## config.mk

```make
export PLATFORM = sky130hd
export DESIGN_NAME = interrupt_controller
export DESIGN_NICKNAME = d
export VERILOG_FILES = /design/src/interrupt_controller.sv
export VERILOG_INCLUDE_DIRS = /design/src
export SDC_FILE = /design/constraint.sdc
export NUM_CORES = 1
export LEC_CHECK = 0
export BUFFER_PORTS_ARGS = -buffer_cell sky130_fd_sc_hd__buf_2
export CAP_MARGIN = 40
export CORE_AREA = 3 3 40 42
export DETAILED_ROUTE_END_ITERATION = 10
export DIE_AREA = 0 0 43 45
export PLACE_DENSITY = 0.3
export REMOVE_ABC_BUFFERS = 1
export SLEW_MARGIN = 25
export SYNTH_ARGS = -nofsm -noshare
export SYNTH_HDL_FRONTEND = slang
export SYNTH_SLANG_ARGS = --single-unit
```

## constraint.sdc

```tcl
create_clock -name sys_clk -period 1 [get_ports sys_clk]
set_clock_uncertainty 0.05 [all_clocks]
set_input_delay 0.2 -clock sys_clk [delete_from_list [all_inputs] [get_ports sys_clk]]
set_output_delay 0.2 -clock sys_clk [all_outputs]
set_load 0.1 [all_outputs]
```

## src/soc_consts.svh

```systemverilog
`ifndef SOC_CONSTS_SVH
`define SOC_CONSTS_SVH

// ====================
// Data path
// ====================

// Data and address width
`define SOC_DATA_W 32

// ====================
// Memory map
// ====================

// On-chip RAM
`define RAM_BASE 32'h0000_0000
`define RAM_WORDS 256

// Peripheral windows
`define TIMER_BASE 32'h1000_0000
`define GPIO_BASE 32'h1000_0100
`define SLAVE_WINDOW 32'h0000_0100

// Register counts per peripheral
`define TIMER_REGS 3
`define GPIO_REGS 3

// GPIO pins and interrupt sources
`define GPIO_W 8
`define IRQ_SOURCES 3

`endif

```

## src/interrupt_controller.sv

```systemverilog
`timescale 1ns/1ns

`include "soc_consts.svh"

module interrupt_controller (
    input  logic sys_clk,
    input  logic rst_n_i,

    input  logic [`IRQ_SOURCES-1:0] irq_src_i,
    input  logic irq_ack_i,

    output logic irq_o,
    output logic [$clog2(`IRQ_SOURCES)-1:0] irq_vector_o
);

    localparam int VEC_W = $clog2(`IRQ_SOURCES);

    logic [`IRQ_SOURCES-1:0] pending_q;
    logic [`IRQ_SOURCES-1:0] ack_clr;

    // Lowest pending index wins
    always_comb begin
        irq_vector_o = '0;
        for (int i = `IRQ_SOURCES - 1; i >= 0; i--) begin
            if (pending_q[i]) begin
                irq_vector_o = VEC_W'(i);
            end
        end
    end

    // Acknowledge targets the vector on display
    assign ack_clr = {{(`IRQ_SOURCES-1){1'b0}}, irq_ack_i} << irq_vector_o;

    always_ff @(posedge sys_clk or negedge rst_n_i) begin
        if (!rst_n_i) begin
            pending_q <= '0;
        end else begin
            // A new pulse beats a clear on the same line
            pending_q <= (pending_q & ~ack_clr) | irq_src_i;
        end
    end

    assign irq_o = |pending_q;

    ack_while_irq: assert property (@(posedge sys_clk) disable iff (!rst_n_i)
        irq_ack_i |-> irq_o);

endmodule : interrupt_controller

```

== Yosys cells after proc, flatten, opt, wreduce, memory -nomap -nowiden ==
Index checks and enable logic that the tools add are counted.

* Flip-flop bits (word level): 3
* Bits in latches: 0
* RAM bits: 0
* Memory bits (read-only): 0
* Input port bits: 6
* Output and inout bits: 3
* Word-level logic and storage cells: 9
* Memories: 0

* $add $sub $neg: 0
* Multipliers: 0
* Divide/modulo/power cells: 0
* Order comparisons: 0
* Equal/unequal tests: 0
* Shift operators: 1
* Muxes and demuxes: 3
* Bitwise logic cells: 3
* Reductions and logical operators: 1

{| class="wikitable"
|+ Operators with widths
! operator !! count
|-
| 2-bit 2-to-1 mux || 3
|-
| 3-bit AND || 1
|-
| 3-bit inverter || 1
|-
| 3-bit OR || 1
|-
| 3-bit OR reduction || 1
|-
| 1-bit by 2-bit left shift with 3-bit output || 1
|}

== Logic depth before layout (Yosys ltp) ==
* Depth in word-level cells: 7
* Gate-level depth with buffers: 2
* Mapped depth without buffers: 2

== Worst setup path before layout ==
No wires, ideal clock.

* Path type: reg-to-output
* Start: reg pending_q[1]
* End: out irq_vector_o[1]
* Data arrival time: 2.629 ns
* Required time: 0.750 ns
* Setup slack: -1.879 ns
* Stages on the path, launching flop included: 2
* Path buffers: 0
* Cell sequence: dfrtp_1 > nor3b_1

* Word-level cells in the longest chain between the ends: 2

{| class="wikitable"
|+ Ends and longest elaborated chain
! element !! line !! RTL
|-
| start, declared || interrupt_controller.sv:18 || <nowiki>logic [`IRQ_SOURCES-1:0] pending_q;</nowiki>
|-
| start signal, assigned || interrupt_controller.sv:39 || <nowiki>pending_q <= (pending_q & ~ack_clr) | irq_src_i;</nowiki>
|-
| 2-bit 2-to-1 mux (2 in series) || interrupt_controller.sv:25 || <nowiki>if (pending_q[i]) begin</nowiki>
|-
| end, declared || interrupt_controller.sv:13 || <nowiki>output logic [$clog2(`IRQ_SOURCES)-1:0] irq_vector_o</nowiki>
|}

No other way between the ends.

== Final worst setup path ==
* Start: reg pending_q[2]
* End: out irq_o

* Word-level cells in the longest chain between the ends: 1

{| class="wikitable"
|+ Ends and longest elaborated chain
! element !! line !! RTL
|-
| 3-bit OR reduction || interrupt_controller.sv:43 || <nowiki>assign irq_o = |pending_q;</nowiki>
|-
| end, declared || interrupt_controller.sv:12 || <nowiki>output logic irq_o,</nowiki>
|}

No other way between the ends.

==> impl_results.md <==
- Outcome: complete, but fails checks
- Failing checks: setup timing
- Most flop-heavy register: pending_q
- Total of warnings raised by yosys: 0
- Area after DPL: roughly 260 um2
- CP endpoint: irq_o
- Most used DFF post-synth: dfrtp_1
- Number of global-route vias before repair: around 170
- Unrepaired setup endpoints after global routing: yes
- Dpl hpwl: just over 300 um
- Overall routing resource usage: 0.05514
- Setup TNS: -1477 ps
- Die height: roughly 45 um
- Post-synthesis sequential area ratio: 0.5263
- Yosys reg bits: 3
- Most common cell in the synthesized netlist: dfrtp_1
- Clk sink count: 3
- Worst setup SP type: flip-flop
- Worst r2r path cells: 4
- Leak: about 0.18 nW
- Nets: 39
- Final worst setup slack: -439.1 ps
- Top post-synthesis cells by area: dfrtp_1, a21o_1, nor4b_2
- Syn Inst Count: 13
- Top-area cell type share of the netlist area: 0.5263
- PwrDens: about 1300 nW/um2
- FP Rows: 13
- Vias: 163
- Total gr overflow: 0
- Cell variety after synth: 9
- Insertion delay to the later sink of the worst-skew pair: 230 ps
- CP arrival: between 1000 and 1500 ps
- Synthesized area: between 100 and 150 um2
- N_diodes: 0
- Reg-to-Reg End: pending_q[2]
- Largest net degree at the start of global routing: 4
- Pre-CTS setup slack: -266.8 ps
- Synthesized area per cell: between 10 and 15 um2
- Filler cell count: between 100 and 150
- DRC: 0
- Largest regs: pending_q x3
- # setup viols final: 6
- Post-layout min period: about 1400 ps
- Top-Level Pins: 9
- Finished Cell Area: approximately 370 um2
- Fin crit share: 1.439
- First-pass GRT wire length: 683 um
- RR Startpoint: pending_q[0]
- Gr busiest metal: met4
- Initial antenna violation count: 0
- Routed WL: between 400 and 500 um
- Number of max-cap violations: 0
- Min-delay src: irq_src_i[0]
- H-tree Lvls: 1
- Crit. Startpoint: pending_q[2]
- CTS Buffer Depth: 2
- CTS tree: done
- Wire per inst: 8.766 um
- Die X: ~43 um
- DR pass1 iterations: 2
- Fin. max-slew vios: 0
- Total CTS buffers: 3
- CTS Root Cell: clkbuf_4
- Number of flops mapped to enable cells by yosys: 0
- Ys async rst share: 1.000
- Initial core utilization: 0.1110
- Area delta synth->final: 161.4%
- Antenna viol nets, final: 0
- Met1 track demand over resource: 0.05596
- R2R Setup Slk: -140 ps
- Post-synth top area cell: dfrtp_1
- Fmax: 694.9 MHz
- Placer Congestion: 0.6585
- Data required time of the worst path: 750 ps
- Max reg flops: 3
- Met3 Usage GRT: 0.03187
- I/O Buffers: 8
- DRT iter0 DRCs: 1
- Max-slew headroom: 0.8774
- Synth top cells by count: dfrtp_1, a21o_1, nor2_1
- Vias/cell: ~3.5
- Least-Margin Pin Slew: around 180 ps
- Clk pin slew, worst setup/hold paths: approximately 40 ps
- CP max FO: 2
- Met2 GRT Util: 0.05988
- Die area: approximately 1900 um2
- Peak supply drop: roughly 0.00066 V
- Hold Crit Class: in -> reg
- Total core area: between 1000 and 1500 um2
- Critical path class: reg -> out
- Layout cells sized above 1: 0.6875
- Final Hold Fails: 0
- Crit. End Element: output pin
## how the worst min path moves through the flow
stage / slack, ps / end / cells after the start
2_1_floorplan: -150 / pending_q[0] / 0
5_1_grt: 90 / pending_q[0] / 2
3_3_place_gp: -50 / pending_q[0] / 1
6_report: 100 / pending_q[0] / 2
3_5_place_dp: -50 / pending_q[0] / 1
4_1_cts: 90 / pending_q[0] / 2
## worst max-delay path, cell delays in order, from the launching register on
cell and delay [ps]:
dfrtp_1 380, or3_4 400, buf_12 170
## where the power goes
group          total, mW  internal (mW)  switching [mW]
Sequential         0.134          0.128         0.00607
Combinational      0.127         0.0631          0.0634
Clock              0.211          0.149          0.0614
## final cells by class
cell class / count / area [um2] / share of cell area
multi-input cells: 9 / 97.59 / 0.2617
clock buffers: 4 / 26.28 / 0.07047
inverters: 1 / 3.754 / 0.01007
flip-flops and latches: 3 / 75.07 / 0.2013
well taps: 15 / 18.77 / 0.05034
repair buffers: 15 / 151.4 / 0.4060
## metal layers
layer	share of wire	wire length (um)	vias to the layer above
li1	-	-	81
met1	0.40	165	74
met2	0.48	197	8
met3	0.12	49	0
met4	0	0	0
met5	0	0	-
## layout by cell type (no fill, tap or decap), drive strengths merged
cell type	Yosys	routed
a21o	2	2
buf	0	14
clkbuf	0	4
dfrtp	3	3
dlygate4sd3	0	1
inv	1	1
nand2b	1	1
nor2	2	2
nor2b	1	1
nor3b	1	1
nor4b	1	1
or3	1	1
## per-stage QoR
step                      total power, mW  hold slack, ps    util  cells
after floorplan                    0.1827          -145.6       -     13
after global placement             0.2314          -53.56  0.2035     40
final                              0.4719           101.9  0.2902     47
after detailed placement           0.2323          -51.67  0.2035     40
after CTS                          0.4783           93.87  0.2707     46
after global routing               0.5101           86.65  0.2902     47
## what timing repair did
action,4_1_cts,5_1_grt
gates resized for setup,10,3
hold endpoints to repair,3,0
setup endpoints to repair,5,5
pin swaps,3,2
hold buffers,1,0
setup buffers,1,1
## logic make-up after synthesis
kind of cell	Yosys count	share of synthesized area
AO/OA/AOI/OAI	2	0.1052
buffers and inverters	1	0.02629
AND/OR/NAND/NOR	7	0.3422
flip-flops	3	0.5263
Power figures use the tool's default switching activity.
