<file path="src/soc_consts.svh">
`ifndef SOC_CONSTS_SVH
`define SOC_CONSTS_SVH

// ====================
// Data path
// ====================

// Data and address width
`define SOC_DATA_W 32

// ====================
// Memory map
// ====================

// On-chip RAM
`define RAM_BASE 32'h0000_0000
`define RAM_WORDS 256

// Peripheral windows
`define TIMER_BASE 32'h1000_0000
`define GPIO_BASE 32'h1000_0100
`define SLAVE_WINDOW 32'h0000_0100

// Register counts per peripheral
`define TIMER_REGS 3
`define GPIO_REGS 3

// GPIO pins and interrupt sources
`define GPIO_W 8
`define IRQ_SOURCES 3

`endif

</file>
<file path="src/soc_pkg.sv">
package soc_pkg;

    // Width of a master write
    typedef enum logic [1:0] {
        ACC_BYTE = 2'd0,
        ACC_HALF = 2'd1,
        ACC_WORD = 2'd2
    } access_width_e;

    // Slave picked by the address decoder
    typedef enum logic [1:0] {
        SEL_RAM   = 2'd0,
        SEL_TIMER = 2'd1,
        SEL_GPIO  = 2'd2,
        SEL_NONE  = 2'd3
    } slave_sel_e;

    // Timer register word offsets
    typedef enum logic [1:0] {
        TMR_COUNT   = 2'd0,
        TMR_COMPARE = 2'd1,
        TMR_CONTROL = 2'd2
    } timer_reg_e;

    // GPIO register word offsets
    typedef enum logic [1:0] {
        GPIO_OUT  = 2'd0,
        GPIO_IN   = 2'd1,
        GPIO_MASK = 2'd2
    } gpio_reg_e;

    // Interrupt source lines, lowest index wins
    typedef enum logic [1:0] {
        IRQ_TIMER   = 2'd0,
        IRQ_GPIO    = 2'd1,
        IRQ_BUS_ERR = 2'd2
    } irq_src_e;

endpackage : soc_pkg

</file>
<file path="src/slave_bus_if.sv">
`timescale 1ns/1ns

`include "soc_consts.svh"

interface slave_bus_if;

    // One-cycle request strobes
    logic wr_req;
    logic rd_req;

    // Word offset inside the slave window
    logic [`SOC_DATA_W-3:0] word_addr;

    logic [`SOC_DATA_W-1:0] wdata;
    logic [3:0] wstrb;

    // Registered by the slave on the request cycle
    logic [`SOC_DATA_W-1:0] rdata;
    logic err;

    modport master (
        output wr_req, rd_req, word_addr, wdata, wstrb,
        input  rdata, err
    );

    modport slave (
        input  wr_req, rd_req, word_addr, wdata, wstrb,
        output rdata, err
    );

endinterface : slave_bus_if

</file>
<file path="src/system_timer.sv">
`timescale 1ns/1ns

`include "soc_consts.svh"

module system_timer (
    input  logic sys_clk,
    input  logic rst_n_i,

    slave_bus_if.slave bus,

    output logic irq_o
);

    soc_pkg::timer_reg_e reg_idx;
    logic idx_ok;
    logic match;
    logic en_q;
    logic [`SOC_DATA_W-1:0] count_q;
    logic [`SOC_DATA_W-1:0] compare_q;

    // Merge the enabled byte lanes into a register
    function automatic logic [`SOC_DATA_W-1:0] merge_lanes(
        input logic [`SOC_DATA_W-1:0] old_val,
        input logic [`SOC_DATA_W-1:0] new_val,
        input logic [3:0] strb
    );
        logic [`SOC_DATA_W-1:0] res;
        res = old_val;
        for (int i = 0; i < 4; i++) begin
            if (strb[i]) begin
                res[8*i +: 8] = new_val[8*i +: 8];
            end
        end
        return res;
    endfunction

    assign idx_ok = bus.word_addr < `TIMER_REGS;
    assign reg_idx = soc_pkg::timer_reg_e'(bus.word_addr[1:0]);
    assign match = en_q && (count_q == compare_q);

    always_ff @(posedge sys_clk or negedge rst_n_i) begin
        if (!rst_n_i) begin
            count_q <= '0;
            compare_q <= '0;
            en_q <= 1'b0;
            irq_o <= 1'b0;
            bus.err <= 1'b0;
        end else begin
            irq_o <= match;
            bus.err <= (bus.wr_req | bus.rd_req) & ~idx_ok;
            // Wrap on match, otherwise count while enabled
            if (match) begin
                count_q <= '0;
            end else if (en_q) begin
                count_q <= count_q + 1'b1;
            end
            // A bus write overrides the count update
            if (bus.wr_req && idx_ok) begin
                case (reg_idx)
                    soc_pkg::TMR_COUNT:   count_q <= merge_lanes(count_q, bus.wdata, bus.wstrb);
                    soc_pkg::TMR_COMPARE: compare_q <= merge_lanes(compare_q, bus.wdata, bus.wstrb);
                    soc_pkg::TMR_CONTROL: begin
                        if (bus.wstrb[0]) begin
                            en_q <= bus.wdata[0];
                        end
                    end
                    default: ;
                endcase
            end
        end
    end

    always_ff @(posedge sys_clk) begin
        if (bus.rd_req) begin
            case (reg_idx)
                soc_pkg::TMR_COUNT:   bus.rdata <= count_q;
                soc_pkg::TMR_COMPARE: bus.rdata <= compare_q;
                soc_pkg::TMR_CONTROL: bus.rdata <= {{(`SOC_DATA_W-1){1'b0}}, en_q};
                default:              bus.rdata <= '0;
            endcase
        end
    end

endmodule : system_timer

</file>
<file path="src/flat_wrapper.sv">
// flat-port wrapper written by rule: the top's interface ports become plain ports
module system_timer_flat 
  (sys_clk, rst_n_i, irq_o, bus_wr_req, bus_rd_req, bus_word_addr, bus_wdata, bus_wstrb, bus_rdata, bus_err);
  slave_bus_if bus_i ();
  input  logic sys_clk;
  input  logic rst_n_i;
  output logic irq_o;
  input wire logic [$bits(bus_i.wr_req)-1:0] bus_wr_req;
  input wire logic [$bits(bus_i.rd_req)-1:0] bus_rd_req;
  input wire logic [$bits(bus_i.word_addr)-1:0] bus_word_addr;
  input wire logic [$bits(bus_i.wdata)-1:0] bus_wdata;
  input wire logic [$bits(bus_i.wstrb)-1:0] bus_wstrb;
  output wire logic [$bits(bus_i.rdata)-1:0] bus_rdata;
  output wire logic [$bits(bus_i.err)-1:0] bus_err;
  assign bus_i.wr_req = bus_wr_req;
  assign bus_i.rd_req = bus_rd_req;
  assign bus_i.word_addr = bus_word_addr;
  assign bus_i.wdata = bus_wdata;
  assign bus_i.wstrb = bus_wstrb;
  assign bus_rdata = bus_i.rdata;
  assign bus_err = bus_i.err;
  system_timer u_core (.sys_clk(sys_clk), .rst_n_i(rst_n_i), .bus(bus_i), .irq_o(irq_o));
endmodule
</file>
<file path="config.mk">
export PLATFORM = sky130hd
export DESIGN_NAME = system_timer_flat
export DESIGN_NICKNAME = d
export VERILOG_FILES = /design/src/soc_pkg.sv /design/src/slave_bus_if.sv /design/src/system_timer.sv /design/src/flat_wrapper.sv
export VERILOG_INCLUDE_DIRS = /design/src
export SDC_FILE = /design/constraint.sdc
export NUM_CORES = 1
export LEC_CHECK = 0
export ABC_AREA = 1
export BUFFER_PORTS_ARGS = -buffer_cell sky130_fd_sc_hd__buf_4
export CORE_ASPECT_RATIO = 0.9
export CORE_MARGIN = 3
export CORE_UTILIZATION = 52
export CTS_CLUSTER_DIAMETER = 40
export DETAILED_ROUTE_END_ITERATION = 6
export PLACE_DENSITY = 0.83
export SETUP_SLACK_MARGIN = 0.1
export SLEW_MARGIN = 20
export SYNTH_ARGS = -nofsm -noshare
export SYNTH_HDL_FRONTEND = slang
export SYNTH_SLANG_ARGS = --single-unit
</file>
<file path="constraint.sdc">
create_clock -name sys_clk -period 1.6 [get_ports sys_clk]
set_input_delay 0 -clock sys_clk [delete_from_list [all_inputs] [get_ports sys_clk]]
set_output_delay 0 -clock sys_clk [all_outputs]
set_load 0.02 [all_outputs]
</file>
# Word-level counts from Yosys, hierarchy flattened
# Index checks and enable logic that the tools add are counted.
[op_classes] n_addsub=1 magnitude_cmp=1 eq_ne=7 mux=9 n_bitwise=3 n_reduce_logical=8
[ops] cell="$mux W32" n=4
[ops] cell="$pmux W32 S3" n=1
[ops] cell="$add A32 B1 Y32 const B" n=1
[ops] cell="$eq A32 B32 Y1" n=1
[ops] cell="$mux W8" n=4
[ops] cell="$lt A30 B2 Y1 const B" n=1
[ops] cell="$reduce_and A3 Y1" n=5
[ops] cell="$ne A3 B3 Y1 const B" n=4
[ops] cell="$eq A2 B1 Y1 const B" n=1
[ops] cell="$eq A2 B2 Y1 const B" n=1
[ops] cell="$logic_and A1 B1 Y1" n=2
[ops] cell="$logic_not A2 Y1" n=1
[ops] cell="$and A1 B1 Y1" n=1
[ops] cell="$not A1 Y1" n=1
[ops] cell="$or A1 B1 Y1" n=1
[totals] register_bits=99 word_cells=41

# Depth between registers and ports, before layout
[depth] ltp_word=5 depth_mapped=15 mapped_depth_nobuf=13

# Least setup slack after synthesis
# OpenSTA, ideal clock, no wires.
[synth_path] path_kind="flip-flop to flip-flop" start="register u_core.count_q[1]" end="register u_core.count_q[10]" setup_ns=0.117 arrival_time_ns=1.452 required_ns=1.483 slack_ns=0.031 path_stages_with_launch=12 period_less_slack_ns=1.569 path_cell_list="dfrtp_1 -> ha_1 -> nand2_1 -> nor2_1 -> nand2_1 -> nor2_1 -> xnor2_1 -> inv_1 -> nand3_1 -> nand2_1 -> nand2_1 -> nand2_1"
[synth_via] elab_chain_cells=5 word_cells_on_any_way=7 classes_between="1 x add/sub; 1 x eq/ne; 4 x mux; 1 x reduce/logical"
[synth_rtl] element="from (decl)" line_no="system_timer.sv:18" rtl="logic [`SOC_DATA_W-1:0] count_q;"
[synth_rtl] element="from (signal assigned)" line_no="system_timer.sv:55" rtl="count_q <= count_q + 1'b1;"
[synth_rtl] element="from (signal assigned)" line_no="system_timer.sv:60" rtl="soc_pkg::TMR_COUNT: count_q <= merge_lanes(count_q, bus.wdata, bus.wstrb);"
[synth_rtl] element="$add A32 B1 Y32 or $eq A32 B32 Y1 (tied branches)" line_no="system_timer.sv:55, system_timer.sv:39"
[synth_rtl] element="$mux W32 or $logic_and A1 B1 Y1 (tied branches)" line_no="system_timer.sv:54, system_timer.sv:39"
[synth_rtl] element="$mux W32 (*)" line_no="system_timer.sv:52" rtl="if (match) begin"
[synth_rtl] element="$mux W32" line_no="system_timer.sv:59" rtl="case (reg_idx)"
[synth_rtl] element="$mux W32 (*)" line_no="system_timer.sv:58" rtl="if (bus.wr_req && idx_ok) begin"
# Every way passes the cells marked *; elsewhere a longest branch is shown, timed or not.
# A chain may end at the register's enable or synchronous reset.

# Final worst setup path
[layout_path] start="register u_core.count_q[19]" end="register u_core.count_q[16]"
[layout_via] elab_chain_cells=5
[layout_rtl] element="$eq A32 B32 Y1 (*)" line_no="system_timer.sv:39" rtl="assign match = en_q && (count_q == compare_q);"
[layout_rtl] element="$logic_and A1 B1 Y1 (*)" line_no="system_timer.sv:39"
[layout_rtl] element="$mux W32 (*)" line_no="system_timer.sv:52"
[layout_rtl] element="$mux W32" line_no="system_timer.sv:59"
[layout_rtl] element="$mux W32 (*)" line_no="system_timer.sv:58"
# Marks and branches as above.

==> impl_metrics.json <==
{
  "post-route-period-util_pct": 113,
  "antenna_left": 0,
  "start_kind": "flip-flop",
  "crit_top_cell": "nand2_1",
  "worst_slew_pin_slew_ns": 0.454,
  "area_growth_pct": 53.7,
  "final_cell_mix": "buf_4 (269), nand2_1 (218), inv_1 (103)",
  "nets": 1213,
  "ir_drop_mv": 0.820,
  "grt_overflow": 0,
  "synth-seq-cells": 99,
  "gp_congestion": 1.00,
  "antenna_found_initial": 0,
  "cts_max_level": 3,
  "drive_above_1_share_pct": 37.6,
  "crit_required_ns": 1.85,
  "worst-path-buf-inv": 3,
  "end_kind": "flip-flop",
  "yosysTopAreaCell": "dfrtp_1",
  "ys_seq_area_share_pct": 43.1,
  "outcome": "finished with violations",
  "viasPerCell": 5.69,
  "hold_class": "in2reg",
  "final_area_um2": 9400,
  "n_antenna_cell": 0,
  "netlist_instances": 842,
  "fin_skew_ns": 0.0105,
  "wirelength_mm": 24.7,
  "synth_nets": 913,
  "setup_violations": 32,
  "grt_pass1_wl_mm": 36.1,
  "clockBufferDepth": 2,
  "vias": 7392,
  "violations": "negative setup slack",
  "crit_type": "reg2reg",
  "cp_slowest_stage_delay_ns": 0.43,
  "initial_core_util_pct": 54.7,
  "cts_made_buffers": 9,
  "yosysWarnings": 0,
  "maxCapViolations": 0,
  "utilization_pct": 84.1,
  "fin_crit_ns": 1.80,
  "path_clk_slew_ns": 0.07,
  "power.density_nw_per_um2": 576,
  "cts-root-buf": "clkbuf_16",
  "synthesis.area_um2": 6120,
  "total_leakage_power_uw": 0.00453,
  "rsz0062_at_grt": "yes",
  "wl_per_cell_um": 19.0,
  "ys.flop_type": "dfrtp_1",
  "maxSlewHeadroom_pct": 69.7,
  "synth_edf_count": 32,
  "crit_chain": "inv_1 -> nand2_1 -> nand2_1 -> inv_1 -> nand4_1 -> nor2_2 -> nand3_4 -> buf_12 -> nand3_2 -> nand2_1 -> nand2_1 -> nand2_1",
  "crit_slowest_cell": "dfrtp_1",
  "dieArea_um2": 13100,
  "grt_use_total_pct": 36.4,
  "num_io_pins": 104,
  "slew_violations": 0,
  "num_rows": 36,
  "synthTopCellsByArea": "dfrtp_1 (27%), edfxtp_1 (16%), nand2_1 (15%)",
  "setup_ws_ns": -0.201,
  "die_h_um": 109,
  "finalHoldViolations": 0,
  "yosysTopAreaCellShare_pct": 27.4,
  "portBuffers": 103,
  "hpwl_mm": 17.0,
  "grt_pass1_vias": 6746,
  "cts_tree": "done",
  "crit_arrival_ns": 2.05,
  "clk_latency_ns": 0.37,
  "drt_iter0_drc": 875,
  "crit_family": "simple AND/OR/NAND/NOR gates",
  "drtPass1Iterations": 6,
  "syn_area_per_cell_um2": 7.26,
  "final_common_cell": "buf_4",
  "core_um2": 11200,
  "die_x_um": 120,
  "numClockSinks": 99,
  "r2r_slack_ns": -0.20,
  "postSynth.asyncResetShare_pct": 67.7,
  "route.detailed.drc": 0,
  "grt_max_degree": 34,
  "synth_cell_types": 37,
  "placed_area_um2": 8150,
  "clock.fmax_ghz": 0.555,
  "fill_cells": 687,
  "crit_fanout": 20
}
==> through the flow <==
stage               std cells  TNS [ns]  power, uW  hold slack (ns)  worst slack, ns
CTS                      1280    -0.641       5380           0.0148          -0.0662
detailed placement       1225     -3.29       3120          -0.0456           -0.203
floorplan                 842         0       2820           -0.296            0.104
finish                   1299     -4.25       5420           0.0159           -0.201
global placement         1225     -2.49       3120          -0.0382           -0.166
global route             1299     -7.34       5560           0.0224           -0.323
==> worst paths after layout <==
check,start,endpoint,cells after the start
setup reg to reg,u_core.count_q[19]$_DFFE_PN0P_,u_core.count_q[16]$_DFFE_PN0P_,12
hold reg to reg,u_core.compare_q[21]$_DFFE_PN0P_,u_core.compare_q[21]$_DFFE_PN0P_,2
hold / removal,bus_wstrb[0],u_core.en_q$_DFFE_PN0P_,3
setup / recovery,u_core.count_q[19]$_DFFE_PN0P_,u_core.count_q[16]$_DFFE_PN0P_,12
max in group asynchronous,rst_n_i,u_core.count_q[10]$_DFFE_PN0P_,3
min in group asynchronous,rst_n_i,u_core.compare_q[29]$_DFFE_PN0P_,2
==> registers in the layout, indices dropped and copies added, names as in the netlist <==
signal	flops
u_core.bus.err	1
u_core.bus.rdata	32
u_core.compare_q	32
u_core.count_q	32
u_core.en_q	1
u_core.irq_o	1
==> cell type report <==
cell class                 count  area (um^2)  area share (%)
sequential                    99         2660            28.2
clock inverter                 6         72.6           0.772
multi-input combinational    593         3210            34.1
tap                          152          190            2.02
timing repair buffer         316         2580            27.4
inverter                     123          468            4.98
clock buffer                  10          229            2.44
==> cells by family (layout without fill, tap and decap cells) <==
| group | count (synthesis) | count (layout) | share of synthesized area [%] |
|---|---|---|---|
| AOI/OAI and AO/OA | 119 | 119 | 10.9 |
| DFF | 99 | 99 | 43.1 |
| xor gates and xnor gates | 21 | 21 | 3.01 |
| buffers and inverters | 150 | 455 | 10.3 |
| adders and majority gates | 1 | 1 | 0.205 |
| and+or+nand+nor | 452 | 452 | 32.5 |
==> layer usage <==
metal,wire length [um],global-route usage (%)
met1,9710,50.3
met2,10700,56.5
met3,3110,9.28
met4,1100,12.5
met5,0,0
==> synth_stat cells, types with 2 or more instances <==
library cell and n:
a21oi_1 23, a21oi_2 6, a22o_1 2, buf_1 4
buf_2 11, buf_4 4, buf_6 4, clkbuf_1 4
dfrtp_1 67, edfxtp_1 32, inv_1 119, inv_2 2
nand2_1 245, nand3_1 51, nand3_2 3, nand3_4 4
nand4_1 32, nor2_1 94, nor2_2 4, nor3_1 9
nor3b_1 4, o21ai_0 9, o21ai_1 48, o22ai_1 29
xnor2_1 3, xor2_1 18
==> power by group <==
part | switching (uW) | leakage (uW) | total [uW] | internal [uW]
clock | 1040 | 0.000137 | 2270 | 1230
combinational | 260 | 0.00318 | 500 | 240
sequential | 8.28 | 0.00121 | 2650 | 2640
==> worst reg2reg max path, delay by kind of cell, from the launching register on <==
kind,cells,cell delay (ns)
buffers and inverters,3,0.32
flip-flops,1,0.43
AND/OR/NAND/NOR,9,0.94
==> repair_timing <==
action | CTS | global route
endpoints found under the setup margin | 33 | 33
setup buffers | 5 | 18
endpoints found under the hold margin | 131 | 0
hold buffers | 34 | 0
gates cloned | 0 | 1
pin swaps | 20 | 19
resized for setup | 53 | 82
(Power assumes the default switching activity.)
