$ cat config.mk
export PLATFORM = sky130hd
export DESIGN_NAME = gpio_port_flat
export DESIGN_NICKNAME = d
export VERILOG_FILES = /design/src/soc_pkg.sv /design/src/slave_bus_if.sv /design/src/gpio_port.sv /design/src/flat_wrapper.sv
export VERILOG_INCLUDE_DIRS = /design/src
export SDC_FILE = /design/constraint.sdc
export NUM_CORES = 1
export LEC_CHECK = 0
export BUFFER_PORTS_ARGS = -buffer_cell sky130_fd_sc_hd__buf_4
export CORE_ASPECT_RATIO = 1.1
export CORE_MARGIN = 5
export CORE_UTILIZATION = 43
export CTS_BUF_LIST = sky130_fd_sc_hd__clkbuf_16
export DETAILED_ROUTE_END_ITERATION = 8
export PLACE_DENSITY = 0.87
export REMOVE_ABC_BUFFERS = 1
export SETUP_SLACK_MARGIN = 0.05
export SLEW_MARGIN = 20
export SYNTH_ARGS = -nofsm -noshare
export SYNTH_HDL_FRONTEND = slang
export SYNTH_SLANG_ARGS = --single-unit
$ cat constraint.sdc
create_clock -name sys_clk -period 1.1 [get_ports sys_clk]
set_input_delay 0.22 -clock sys_clk [delete_from_list [all_inputs] [get_ports sys_clk]]
set_output_delay 0.22 -clock sys_clk [all_outputs]
set_load 0.005 [all_outputs]
$ cat src/soc_consts.svh
`ifndef SOC_CONSTS_SVH
`define SOC_CONSTS_SVH

// ====================
// Data path
// ====================

// Data and address width
`define SOC_DATA_W 32

// ====================
// Memory map
// ====================

// On-chip RAM
`define RAM_BASE 32'h0000_0000
`define RAM_WORDS 256

// Peripheral windows
`define TIMER_BASE 32'h1000_0000
`define GPIO_BASE 32'h1000_0100
`define SLAVE_WINDOW 32'h0000_0100

// Register counts per peripheral
`define TIMER_REGS 3
`define GPIO_REGS 3

// GPIO pins and interrupt sources
`define GPIO_W 8
`define IRQ_SOURCES 3

`endif

$ cat src/soc_pkg.sv
package soc_pkg;

    // Width of a master write
    typedef enum logic [1:0] {
        ACC_BYTE = 2'd0,
        ACC_HALF = 2'd1,
        ACC_WORD = 2'd2
    } access_width_e;

    // Slave picked by the address decoder
    typedef enum logic [1:0] {
        SEL_RAM   = 2'd0,
        SEL_TIMER = 2'd1,
        SEL_GPIO  = 2'd2,
        SEL_NONE  = 2'd3
    } slave_sel_e;

    // Timer register word offsets
    typedef enum logic [1:0] {
        TMR_COUNT   = 2'd0,
        TMR_COMPARE = 2'd1,
        TMR_CONTROL = 2'd2
    } timer_reg_e;

    // GPIO register word offsets
    typedef enum logic [1:0] {
        GPIO_OUT  = 2'd0,
        GPIO_IN   = 2'd1,
        GPIO_MASK = 2'd2
    } gpio_reg_e;

    // Interrupt source lines, lowest index wins
    typedef enum logic [1:0] {
        IRQ_TIMER   = 2'd0,
        IRQ_GPIO    = 2'd1,
        IRQ_BUS_ERR = 2'd2
    } irq_src_e;

endpackage : soc_pkg

$ cat src/slave_bus_if.sv
`timescale 1ns/1ns

`include "soc_consts.svh"

interface slave_bus_if;

    // One-cycle request strobes
    logic wr_req;
    logic rd_req;

    // Word offset inside the slave window
    logic [`SOC_DATA_W-3:0] word_addr;

    logic [`SOC_DATA_W-1:0] wdata;
    logic [3:0] wstrb;

    // Registered by the slave on the request cycle
    logic [`SOC_DATA_W-1:0] rdata;
    logic err;

    modport master (
        output wr_req, rd_req, word_addr, wdata, wstrb,
        input  rdata, err
    );

    modport slave (
        input  wr_req, rd_req, word_addr, wdata, wstrb,
        output rdata, err
    );

endinterface : slave_bus_if

$ cat src/gpio_port.sv
`timescale 1ns/1ns

`include "soc_consts.svh"

module gpio_port (
    input  logic sys_clk,
    input  logic rst_n_i,

    slave_bus_if.slave bus,

    input  logic [`GPIO_W-1:0] gpio_in_i,
    output logic [`GPIO_W-1:0] gpio_out_o,
    output logic irq_o
);

    soc_pkg::gpio_reg_e reg_idx;
    logic idx_ok;
    logic wr_bad;
    logic [`GPIO_W-1:0] out_q;
    logic [`GPIO_W-1:0] mask_q;
    logic [`GPIO_W-1:0] in_q;
    logic [1:0][`GPIO_W-1:0] sync_q;
    logic [`SOC_DATA_W-1:0] rd_word;

    assign idx_ok = bus.word_addr < `GPIO_REGS;
    assign reg_idx = soc_pkg::gpio_reg_e'(bus.word_addr[1:0]);
    // Input register is read-only
    assign wr_bad = !idx_ok || (reg_idx == soc_pkg::GPIO_IN);

    always_ff @(posedge sys_clk or negedge rst_n_i) begin
        if (!rst_n_i) begin
            out_q <= '0;
            mask_q <= '0;
            sync_q <= '0;
            in_q <= '0;
            irq_o <= 1'b0;
            bus.err <= 1'b0;
        end else begin
            sync_q <= {sync_q[0], gpio_in_i};
            in_q <= sync_q[1];
            // Edge on any unmasked pin
            irq_o <= |((sync_q[1] ^ in_q) & mask_q);
            bus.err <= (bus.wr_req & wr_bad) | (bus.rd_req & ~idx_ok);
            if (bus.wr_req && idx_ok && bus.wstrb[0]) begin
                if (reg_idx == soc_pkg::GPIO_OUT) begin
                    out_q <= bus.wdata[`GPIO_W-1:0];
                end
                if (reg_idx == soc_pkg::GPIO_MASK) begin
                    mask_q <= bus.wdata[`GPIO_W-1:0];
                end
            end
        end
    end

    always_comb begin
        rd_word = '0;
        case (reg_idx)
            soc_pkg::GPIO_OUT:  rd_word[`GPIO_W-1:0] = out_q;
            soc_pkg::GPIO_IN:   rd_word[`GPIO_W-1:0] = in_q;
            soc_pkg::GPIO_MASK: rd_word[`GPIO_W-1:0] = mask_q;
            default:            rd_word = '0;
        endcase
    end

    always_ff @(posedge sys_clk) begin
        if (bus.rd_req) begin
            bus.rdata <= rd_word;
        end
    end

    assign gpio_out_o = out_q;

endmodule : gpio_port

$ cat src/flat_wrapper.sv
// flat-port wrapper written by rule: the top's interface ports become plain ports
module gpio_port_flat 
  (sys_clk, rst_n_i, gpio_in_i, gpio_out_o, irq_o, bus_wr_req, bus_rd_req, bus_word_addr, bus_wdata, bus_wstrb, bus_rdata, bus_err);
  slave_bus_if bus_i ();
  input  logic sys_clk;
  input  logic rst_n_i;
  input  logic [`GPIO_W-1:0] gpio_in_i;
  output logic [`GPIO_W-1:0] gpio_out_o;
  output logic irq_o;
  input wire logic [$bits(bus_i.wr_req)-1:0] bus_wr_req;
  input wire logic [$bits(bus_i.rd_req)-1:0] bus_rd_req;
  input wire logic [$bits(bus_i.word_addr)-1:0] bus_word_addr;
  input wire logic [$bits(bus_i.wdata)-1:0] bus_wdata;
  input wire logic [$bits(bus_i.wstrb)-1:0] bus_wstrb;
  output wire logic [$bits(bus_i.rdata)-1:0] bus_rdata;
  output wire logic [$bits(bus_i.err)-1:0] bus_err;
  assign bus_i.wr_req = bus_wr_req;
  assign bus_i.rd_req = bus_rd_req;
  assign bus_i.word_addr = bus_word_addr;
  assign bus_i.wdata = bus_wdata;
  assign bus_i.wstrb = bus_wstrb;
  assign bus_rdata = bus_i.rdata;
  assign bus_err = bus_i.err;
  gpio_port u_core (.sys_clk(sys_clk), .rst_n_i(rst_n_i), .bus(bus_i), .gpio_in_i(gpio_in_i), .gpio_out_o(gpio_out_o), .irq_o(irq_o));
endmodule
==> Word level (Yosys, flattened, before mapping) <==
Index checks and enable logic that the tools add are counted.
{ "word_totals": {"register_bits": 50, "inputBits": 78, "elab_cells": 26} }
{ "op_classes": {"order_cmp": 1, "n_eq_ne": 2, "muxes": 1, "bitwise": 6, "reduce_logical": 8} }
{ "ops": {"columns": ["operator", "n"], "rows": [
  ["$lt 30x2->1 const B", 1],
  ["$pmux 8 s3", 1],
  ["$and 8x8->8", 1],
  ["$reduce_or 8->1", 1],
  ["$xor 8x8->8", 1],
  ["$reduce_and 2->1", 2],
  ["$and 1x1->1", 2],
  ["$eq 2x1->1 const B", 1],
  ["$eq 2x2->1 const B", 1],
  ["$logic_and 1x1->1", 2],
  ["$logic_not 2->1", 1],
  ["$logic_not 1->1", 1],
  ["$logic_or 1x1->1", 1],
  ["$not 1->1", 1],
  ["$or 1x1->1", 1]
]} }

==> Longest topological paths before layout <==
Gate-level depths: netlist of the first run.
{ "logic_depth": {"word_depth": 5, "mapped_depth": 5} }

==> Worst setup path before layout of the first run <==
No wires, ideal clock.
{ "synth_timing": {"kind": "input to register", "startpoint": "input port bus_word_addr[6]", "endpoint": "register u_core.out_q[0] (netlist: u_core.gpio_out_o[0])", "arrival_ns": 1.609, "required_time_ns": 0.975, "setup_slack_ns": -0.634, "stages": 4, "path_buffers": 0, "cell_sequence": "nor4_1 > nand4_1 > nor4_4 > mux2_2"} }
{ "synth_between": {"elab_chain_cells": 4} }
{ "synth_rtl": {"columns": ["item", "line", "source"], "rows": [
  ["start, declared", "flat_wrapper.sv:12", "input wire logic [$bits(bus_i.word_addr)-1:0] bus_word_addr;"],
  ["$lt 30x2->1 (no line)", null, null],
  ["$logic_and 1x1->1 (2 in series)", "gpio_port.sv:44", "if (bus.wr_req && idx_ok && bus.wstrb[0]) begin"],
  ["$reduce_and 2->1 (no line)", null, null],
  ["end signal, assigned", "gpio_port.sv:46", "out_q <= bus.wdata[`GPIO_W-1:0];"],
  ["end, declared", "gpio_port.sv:19", "logic [`GPIO_W-1:0] out_q;"]
]} }
No other way between the ends.
A chain may end at the register's enable or synchronous reset.

==> Worst setup path after layout of the first run <==
{ "layout_timing": {"startpoint": "input port bus_word_addr[8]", "endpoint": "register u_core.out_q[1] (netlist: u_core.gpio_out_o[1])"} }
The elaborated chain is that of the path after synthesis.

==> reports/summary.txt, run 1 <==
================================================================================
Post-synthesis compound-gate area fraction                                0.0371
Layout overhead on the synthesized area                                    50.4%
Unrepaired setup endpoints after global routing                              yes
Antenna diodes                                                                 0
Largest area contributor in the netlist                                  dfrtp_1
Delay of the slowest cell on the worst path                              0.32 ns
CTS tree                                                                   built
Layout cells sized above 1                                                 0.516
Share of the synthesized netlist area taken by xor and xnor gates         0.0341
Data arrival time of the critical path                                   1.81 ns
Area taken by multi-input logic gates                                    808 um2
CP Launch Type                                                        input port
Final Critical Period                                                    1.64 ns
Net Sw Frac                                                                0.221
Cell-by-cell trace of the critical path                             buf_4 > nor4_2 > nand4_1 > buf_6 > nor4_4 > buf_4 > mux2_4
Final antenna-violating net count                                              0
Simple logic cell fraction of the synthesized area                        0.0779
Worst-case headroom to the max-slew limit                                  0.653
Final count of hold timing violations                                          0
Share of total power in the clock network                                  0.383
Total wire length after detailed routing                                 5460 um
Element type at the critical path end                                  flip-flop
Total internal power                                                     2980 uW
DR vias                                                                     1442
Number of flip-flops and latches in the synthesized netlist                   50
Average vias per placed instance                                            4.81
Largest net degree at the start of global routing                             43
Sequential power share                                                     0.515
Final nets                                                                   322
Dominant cell type by count on the critical path                           buf_4
Failing checks                                                      setup timing
CTS clock-pin slew for the worst setup and hold paths                    0.06 ns
Peak supply drop                                                        0.665 mV
Number of antenna violations at the first check in global routing              0
Fill cell count                                                              325
HPWL Detailed                                                            3560 um
Clk Tree Root Cell                                                     clkbuf_16
Power density over the cells                                         1240 nW/um2
Final Skew                                                            0.00415 ns
All-Layer GR Usage                                                         0.175
Full die area                                                           6270 um2
Dominant cells by area after synthesis                              dfrtp_1 51%, edfxtp_1 12%, buf_4 8.8%
Number of design rule violations left after detail routing                     0
Post-synthesis average cell area                                        13.8 um2
Height of the chip                                                       82.5 um
CTS Buf Count                                                                  5
Number of H-tree levels                                                        2
Mux contribution to synthesized area                                       0.127
Max Buffers Root-to-Sink                                                       2
Clock insertion delay at the later pin of the skew report                0.29 ns
Final cell utilization of the core                                         0.665
IO Count                                                                     120
Result of the run                                                   finished, violations left
Number of warning messages in the yosys log                                    0
Total grt overflow                                                             0
Sw power                                                                  847 uW
Largest family of logic cells by synthesized area                   multiplexers
Total power after layout                                                 3830 uW
Placement Cell Area                                                     2620 um2
Combinational fraction of design power                                     0.102
Proportion of synthesized chip area in sequential cells                    0.628
Via count of the first global-routing pass                                  1637
Cell leakage power                                                    0.00148 uW
Number of DRC markers in iteration 0                                         109
Category of the critical setup timing path                                in2reg
Fraction of post-synthesis cell area in the top cell type by area          0.511
Sequential Area                                                         1290 um2
Port Buffers                                                                  68
Count of distinct cell types in the synthesized netlist                       19
Timing-limited maximum frequency                                         609 MHz
Placer congestion estimate                                                 0.794
Adder-Cell Fraction of Synth Area                                              0
Clock sink total                                                              50
Worst Tran Pin Value                                                    0.520 ns
Die outline width                                                        75.9 um
MaxCap Viol Count                                                              0
Post-synthesis instance area                                            2060 um2
Placeable core area                                                     4650 um2
Wire length of the first global-routing pass                             8360 um
Synth Instances                                                              149
Site Rows                                                                     26
WHS                                                                    0.0373 ns
Fin area                                                                3090 um2
Final Max Tran Viols                                                           0
Worst Path Max Fanout                                                          4
Final period utilization                                                    1.49
WP data required                                                         1.27 ns
Non-filler instance count after layout                                       300
Placed instance count                                                        281
Hold Path Class                                                           in2reg
Worst Setup Slack, final                                               -0.543 ns
WL per Instance                                                          18.2 um
Total of endpoints with negative setup slack in the final report              16
Detailed Routing Iterations Pass 1                                             6
Initial core utilization                                                   0.442
Highest-delay cell along the critical path                                nor4_2
================================================================================
-- cell usage in the layout, fill, tap and decap left out --
cell / netlist / layout
buf_4: 24 / 68
xor2_1: 8 / 8
a22oi_2: 0 / 2
nand2_1: 11 / 11
nor4_2: 0 / 3
o21ai_0: 8 / 5
mux2i_1: 8 / 8
dfrtp_1: 42 / 42
dlygate4sd3_1: 0 / 1
mux2_4: 0 / 16
conb_1: 1 / 24
o22ai_1: 1 / 1
buf_6: 0 / 23
clkinvlp_4: 0 / 2
nand4_1: 3 / 3
edfxtp_1: 8 / 8
nor2b_2: 0 / 1
clkbuf_16: 0 / 5
nor4_4: 2 / 6
a22oi_1: 4 / 2
o21ai_1: 0 / 3
inv_1: 1 / 1
nand3b_1: 1 / 1
-- area by class of cell --
class / instances / area share
Timing Repair Buffer: 92 / 0.252
Clock inverter: 2 / 0.00485
Sequential cell: 50 / 0.417
Multi-Input combinational cell: 94 / 0.261
Tap cell: 56 / 0.0227
Inverter: 1 / 0.00121
Clock buffer: 5 / 0.0405
-- registers in the layout, summed over array words and instances, names as in the netlist --
name	flops
u_core.irq_o	1
u_core.mask_q	8
u_core.bus.err	1
u_core.sync_q	16
u_core.gpio_out_o	8
u_core.in_q	8
u_core.bus.rdata	8
-- synthesized netlist by cell type (all sizes together) --
master	count
dfrtp	42
buf	25
mux2	16
nand2	11
nor4	9
edfxtp	8
mux2i	8
o21ai	8
xor2	8
a22oi	4
nand4	3
clkbuf	2
conb	1
inv	1
nand3b	1
nor2b	1
o22ai	1
-- stage by stage --
stage	setup TNS (ns)	worst slack, ns
after floorplan	-10.14	-0.634
after global placement	-12.83	-0.718
after detailed placement	-13.45	-0.753
after CTS	-6.28	-0.402
after global routing	-9.02	-0.579
final	-8.27	-0.543
-- worst paths after layout --
path / cells after the start / slack, ns / start / to
max reg2reg: 3 / 0.05 / u_core.gpio_out_o[6] / u_core.bus.rdata[6]
min reg2reg: 0 / 0.34 / u_core.sync_q[0] / u_core.sync_q[8]
max: 7 / -0.54 / bus_word_addr[8] / u_core.gpio_out_o[1]
min in group asynchronous: 2 / 0.45 / rst_n_i / u_core.sync_q[9]
min: 1 / 0.04 / gpio_in_i[2] / u_core.sync_q[2]
max in group asynchronous: 2 / 0.29 / rst_n_i / u_core.sync_q[0]
-- power by group through the flow --
| stage | clock (uW) | sequential [uW] | combinational [uW] |
|---|---|---|---|
| floorplan | 0 | 2010 | 65.8 |
| global placement | 0 | 2010 | 314 |
| detailed placement | 0 | 2010 | 317 |
| CTS | 1490 | 1970 | 347 |
| global route | 1580 | 1980 | 426 |
| finish | 1470 | 1970 | 391 |
-- critical path, delay by kind of cell --
family,cells,cell delay (ns)
AND/OR/NAND/NOR,3,0.78
multiplexers,1,0.31
buffers and inverters,3,0.51
-- cell families after synthesis --
family                 count (synthesis)
XOR/XNOR                               8
AO/OA/AOI/OAI                         13
other                                  1
multiplexers                          24
buffers and inverters                 28
flip-flops                            50
AND/OR/NAND/NOR                       25
-- timing repair --
item                                   CTS  global route
resized for setup                       32            24
pin swaps                                7            15
hold buffers                             1             0
setup endpoints to repair               24            30
cloned                                   0             0
buffers inserted                         5             6
endpoints found under the hold margin   42             0
-- routing by layer --
metal | track usage | part of all wire | vias up
met2 | 0.307 | 0.51 | 87
met5 | 0 | 0 | -
met3 | 0.0781 | 0.10 | 8
li1 | - | - | 660
met1 | 0.180 | 0.37 | 687
met4 | 0.0819 | 0.017 | 0
Power figures use the tool's default switching activity.
==> inputs of run 2 (changes only) <==
--- a/config.mk
+++ b/config.mk
@@ -6,13 +6,14 @@
 export SDC_FILE = /design/constraint.sdc
 export NUM_CORES = 1
 export LEC_CHECK = 0
+export ABC_AREA = 1
 export BUFFER_PORTS_ARGS = -buffer_cell sky130_fd_sc_hd__buf_4
 export CORE_ASPECT_RATIO = 1.1
 export CORE_MARGIN = 5
-export CORE_UTILIZATION = 43
+export CORE_UTILIZATION = 45
 export CTS_BUF_LIST = sky130_fd_sc_hd__clkbuf_16
 export DETAILED_ROUTE_END_ITERATION = 8
-export PLACE_DENSITY = 0.87
+export PLACE_DENSITY = 0.88
 export REMOVE_ABC_BUFFERS = 1
 export SETUP_SLACK_MARGIN = 0.05
 export SLEW_MARGIN = 20
==> reports/summary.txt, run 2 <==
================================================================================
MaxCap Viol Count                                                              0   unchanged
Number of DRC markers in iteration 0                                          92   -16%
Final period utilization                                                   0.979   -0.514
Timing-limited maximum frequency                                         928 MHz   +53%
Most frequently used cell type in the post-synthesis netlist             nand2_1
Global routing met3 resource utilization                                  0.0594   -0.0187
Post-synthesis instance area                                            2250 um2   +9.2%
Largest net degree at the start of global routing                             43   unchanged
Worst Tran Pin Value                                                    0.508 ns   -0.0120 ns
Antenna diodes                                                                 0   unchanged
Power density over the cells                                         1190 nW/um2   -4.2%
Data arrival time of the critical path                                   1.24 ns   -0.57 ns
CTS tree                                                                   built
Final Critical Period                                                    1.08 ns   -0.566 ns
Worst-case headroom to the max-slew limit                                  0.661   +0.00802
Wire length of the first global-routing pass                             8400 um   +0.50%
IO Count                                                                     120   unchanged
Clk Tree Root Cell                                                     clkbuf_16
Synth Instances                                                              225   +51%
Fin area                                                                3280 um2   +6.0%
Flip-flop count of the largest register after layout                          16   unchanged
Highest-delay cell along the critical path                               dfrtp_1
Number of synthesized flops with an enable pin                                 8   unchanged
Via count of the first global-routing pass                                  1824   +11%
Placer congestion estimate                                                 0.859   +8.3%
Non-filler instance count after layout                                       382   +27%
Adder-Cell Fraction of Synth Area                                              0   unchanged
Final Skew                                                            0.00613 ns   +0.00198 ns
Full die area                                                           6510 um2   +3.8%
Unrepaired setup endpoints after global routing                              yes
Hold Path Class                                                           in2reg
Number of warning messages in the yosys log                                    0   unchanged
GR met1 Demand/Resource                                                    0.192   +0.0114
Dominant cells by area after synthesis                              dfrtp_1 47%, nand2_1 11%, edfxtp_1 11%
Layout overhead on the synthesized area                                    45.9%
Peak supply drop                                                        0.949 mV   +43%
Final cell utilization of the core                                         0.665   about the same
Proportion of synthesized chip area in sequential cells                    0.575   -0.0531
Fraction of post-synthesis cell area in the top cell type by area          0.468   -0.0432
Number of H-tree levels                                                        2   unchanged
Element type at the critical path end                                  flip-flop
Number of design rule violations left after detail routing                     0   unchanged
Hold_sp                                                             gpio_in_i[0]
WL per Instance                                                          14.8 um   -19%
Share of the synthesized netlist area taken by xor and xnor gates        0.00780   -0.0263
Most used cells in the layout excluding fill and tap cells          72 x buf_4, 50 x nand2_1, 42 x dfrtp_1, 24 x conb_1, 21 x buf_6
Final Max Tran Viols                                                           0   unchanged
Clock sink total                                                              50   unchanged
Detailed Routing Iterations Pass 1                                             4   -2
Layout cells sized above 1                                                 0.460   -0.0565
GR Util met2                                                               0.266   -0.0409
WP data required                                                         1.27 ns   about the same
Post-synthesis average cell area                                        9.99 um2   -28%
Number of antenna violations at the first check in global routing              0   unchanged
Total of endpoints with negative setup slack in the final report               0   -16
Initial core utilization                                                   0.456   +0.0134
Post-route setup TNS                                                        0 ns   +8.27 ns
Launching instance or port of the critical path                     u_core.sync_q[10]
Number of flip-flops and latches in the synthesized netlist                   50   unchanged
Total grt overflow                                                             0   unchanged
Placed instance count                                                        364   +30%
Result of the run                                                      completed
Top Usage Layer GRT                                                         met2
CP Launch Type                                                         flip-flop
Final antenna-violating net count                                              0   unchanged
Reg-to-reg startpoint                                               u_core.sync_q[10]
Count of distinct cell types in the synthesized netlist                       25   +6
Largest family of logic cells by synthesized area                   simple AND/OR/NAND/NOR gates
Post-synthesis compound-gate area fraction                                0.0200   -0.0171
Final nets                                                                   401   +25%
Delay of the slowest cell on the worst path                              0.37 ns   +0.05 ns
Async set-or-reset flop fraction in the synthesized netlist                0.840   unchanged
Simple logic cell fraction of the synthesized area                         0.288   +0.211
Largest area contributor in the netlist                                  dfrtp_1
All-Layer GR Usage                                                         0.164   -0.0110
CTS Buf Count                                                                  5   unchanged
Leading cell type in the layout, fill and taps excluded                    buf_4
CTS clock-pin slew for the worst setup and hold paths                    0.06 ns   about the same
Final count of hold timing violations                                          0   unchanged
Commonest cells post-synth                                          66 x nand2_1, 42 x dfrtp_1, 24 x buf_4, 22 x nor2_1
DR vias                                                                     1911   +33%
Site Rows                                                                     27   +3.8%
HPWL Detailed                                                            3820 um   +7.4%
Worst Path Max Fanout                                                          2   -2
Max Buffers Root-to-Sink                                                       2   unchanged
Total wire length after detailed routing                                 5640 um   +3.3%
Register with the highest flop count                                u_core.sync_q
Cell leakage power                                                    0.00163 uW   +10%
Die outline width                                                        77.4 um   +1.9%
Port Buffers                                                                  68   unchanged
Cell-by-cell trace of the critical path                             or2_4 > nand3_2 > o21ai_2 > nor2_2 > nand4_1
Mux contribution to synthesized area                                           0   -0.127
Placeable core area                                                     4930 um2   +6.0%
Clock insertion delay at the later pin of the skew report                0.29 ns   about the same
Flip-flop cell with the highest count after synthesis                    dfrtp_1
Placement Cell Area                                                     2840 um2   +8.3%
Height of the chip                                                       84.1 um   +1.9%
Average vias per placed instance                                            5.00   +4.1%
Fill cell count                                                              384   +18%
Category of the critical setup timing path                               reg2reg
================================================================================
[run 2: changes by cell type after synthesis, sizes merged, moves of 3 or more]
cell and delta:
or2 +3, o21ai -6, nand4 +14, a21oi +4, nor4 -9, nand2 +56
buf +3, nor2 +27, nand3 +18, mux2 -16, xor2 -6, mux2i -8
[run 2: routing by layer]
metal,vias up,part of all wire
met3,16,0.10
met5,-,0
li1,897,-
met2,96,0.52
met4,0,0.032
met1,902,0.34
[run 2: area by class of cell]
type / instances / area [um2] / share of cell area
flip-flops and latches: 50 / 1290 / 0.394
multi-input cells: 166 / 915 / 0.279
repair buffers: 97 / 847 / 0.258
clock buffers: 5 / 125 / 0.0382
well taps: 58 / 72.6 / 0.0221
clock inverters: 3 / 16.3 / 0.00496
inverters: 3 / 11.3 / 0.00344
[run 2: path summary, 6_finish.rpt]
path / endpoint / slack, ns / cells past startpoint
min in group asynchronous: u_core.gpio_out_o[3] / 0.43 / 2
hold reg to reg: u_core.sync_q[9] / 0.35 / 0
max in group asynchronous: u_core.sync_q[4] / 0.31 / 2
hold / removal: u_core.sync_q[0] / 0.03 / 1
setup / recovery: u_core.irq_o / 0.02 / 5
setup reg to reg: u_core.irq_o / 0.02 / 5
[run 2: logic make-up (layout without fill, tap and decap cells)]
family,after synthesis,count (layout)
AND/OR/NAND/NOR,132,132
buffers and inverters,32,108
AO/OA/AOI/OAI,8,8
flip-flops,50,50
other,1,24
XOR/XNOR,2,2
[run 2: timing repair]
item	4_1_cts	5_1_grt
hold buffers	1	0
cloned	0	1
pin swaps	3	29
hold endpoints to repair	42	0
gates resized for setup	10	53
endpoints found under the setup margin	20	28
buffers inserted	7	1
[run 2: power breakdown]
group	leakage [uW]	total, uW	switching (uW)	internal (uW)
combinational	0.000956	446	208	238
clock	0.0000672	1470	638	830
sequential	0.000610	1980	29.8	1950
[run 2: stage by stage]
stage / total power, uW / hold WS [ns] / setup slack, ns
after floorplan: 2110 / -0.0756 / -0.0824
after global placement: 2390 / 0.228 / -0.224
after detailed placement: 2400 / 0.230 / -0.280
after CTS: 3880 / 0.0260 / 0.0157
after global routing: 4060 / 0.0222 / -0.0627
final: 3890 / 0.0302 / 0.0226
[run 2: critical path: cells and delay by family (launching register included)]
family,cells,cell delay (ns)
AOI/OAI and AO/OA,1,0.07
DFF,1,0.37
and+or+nand+nor,4,0.50
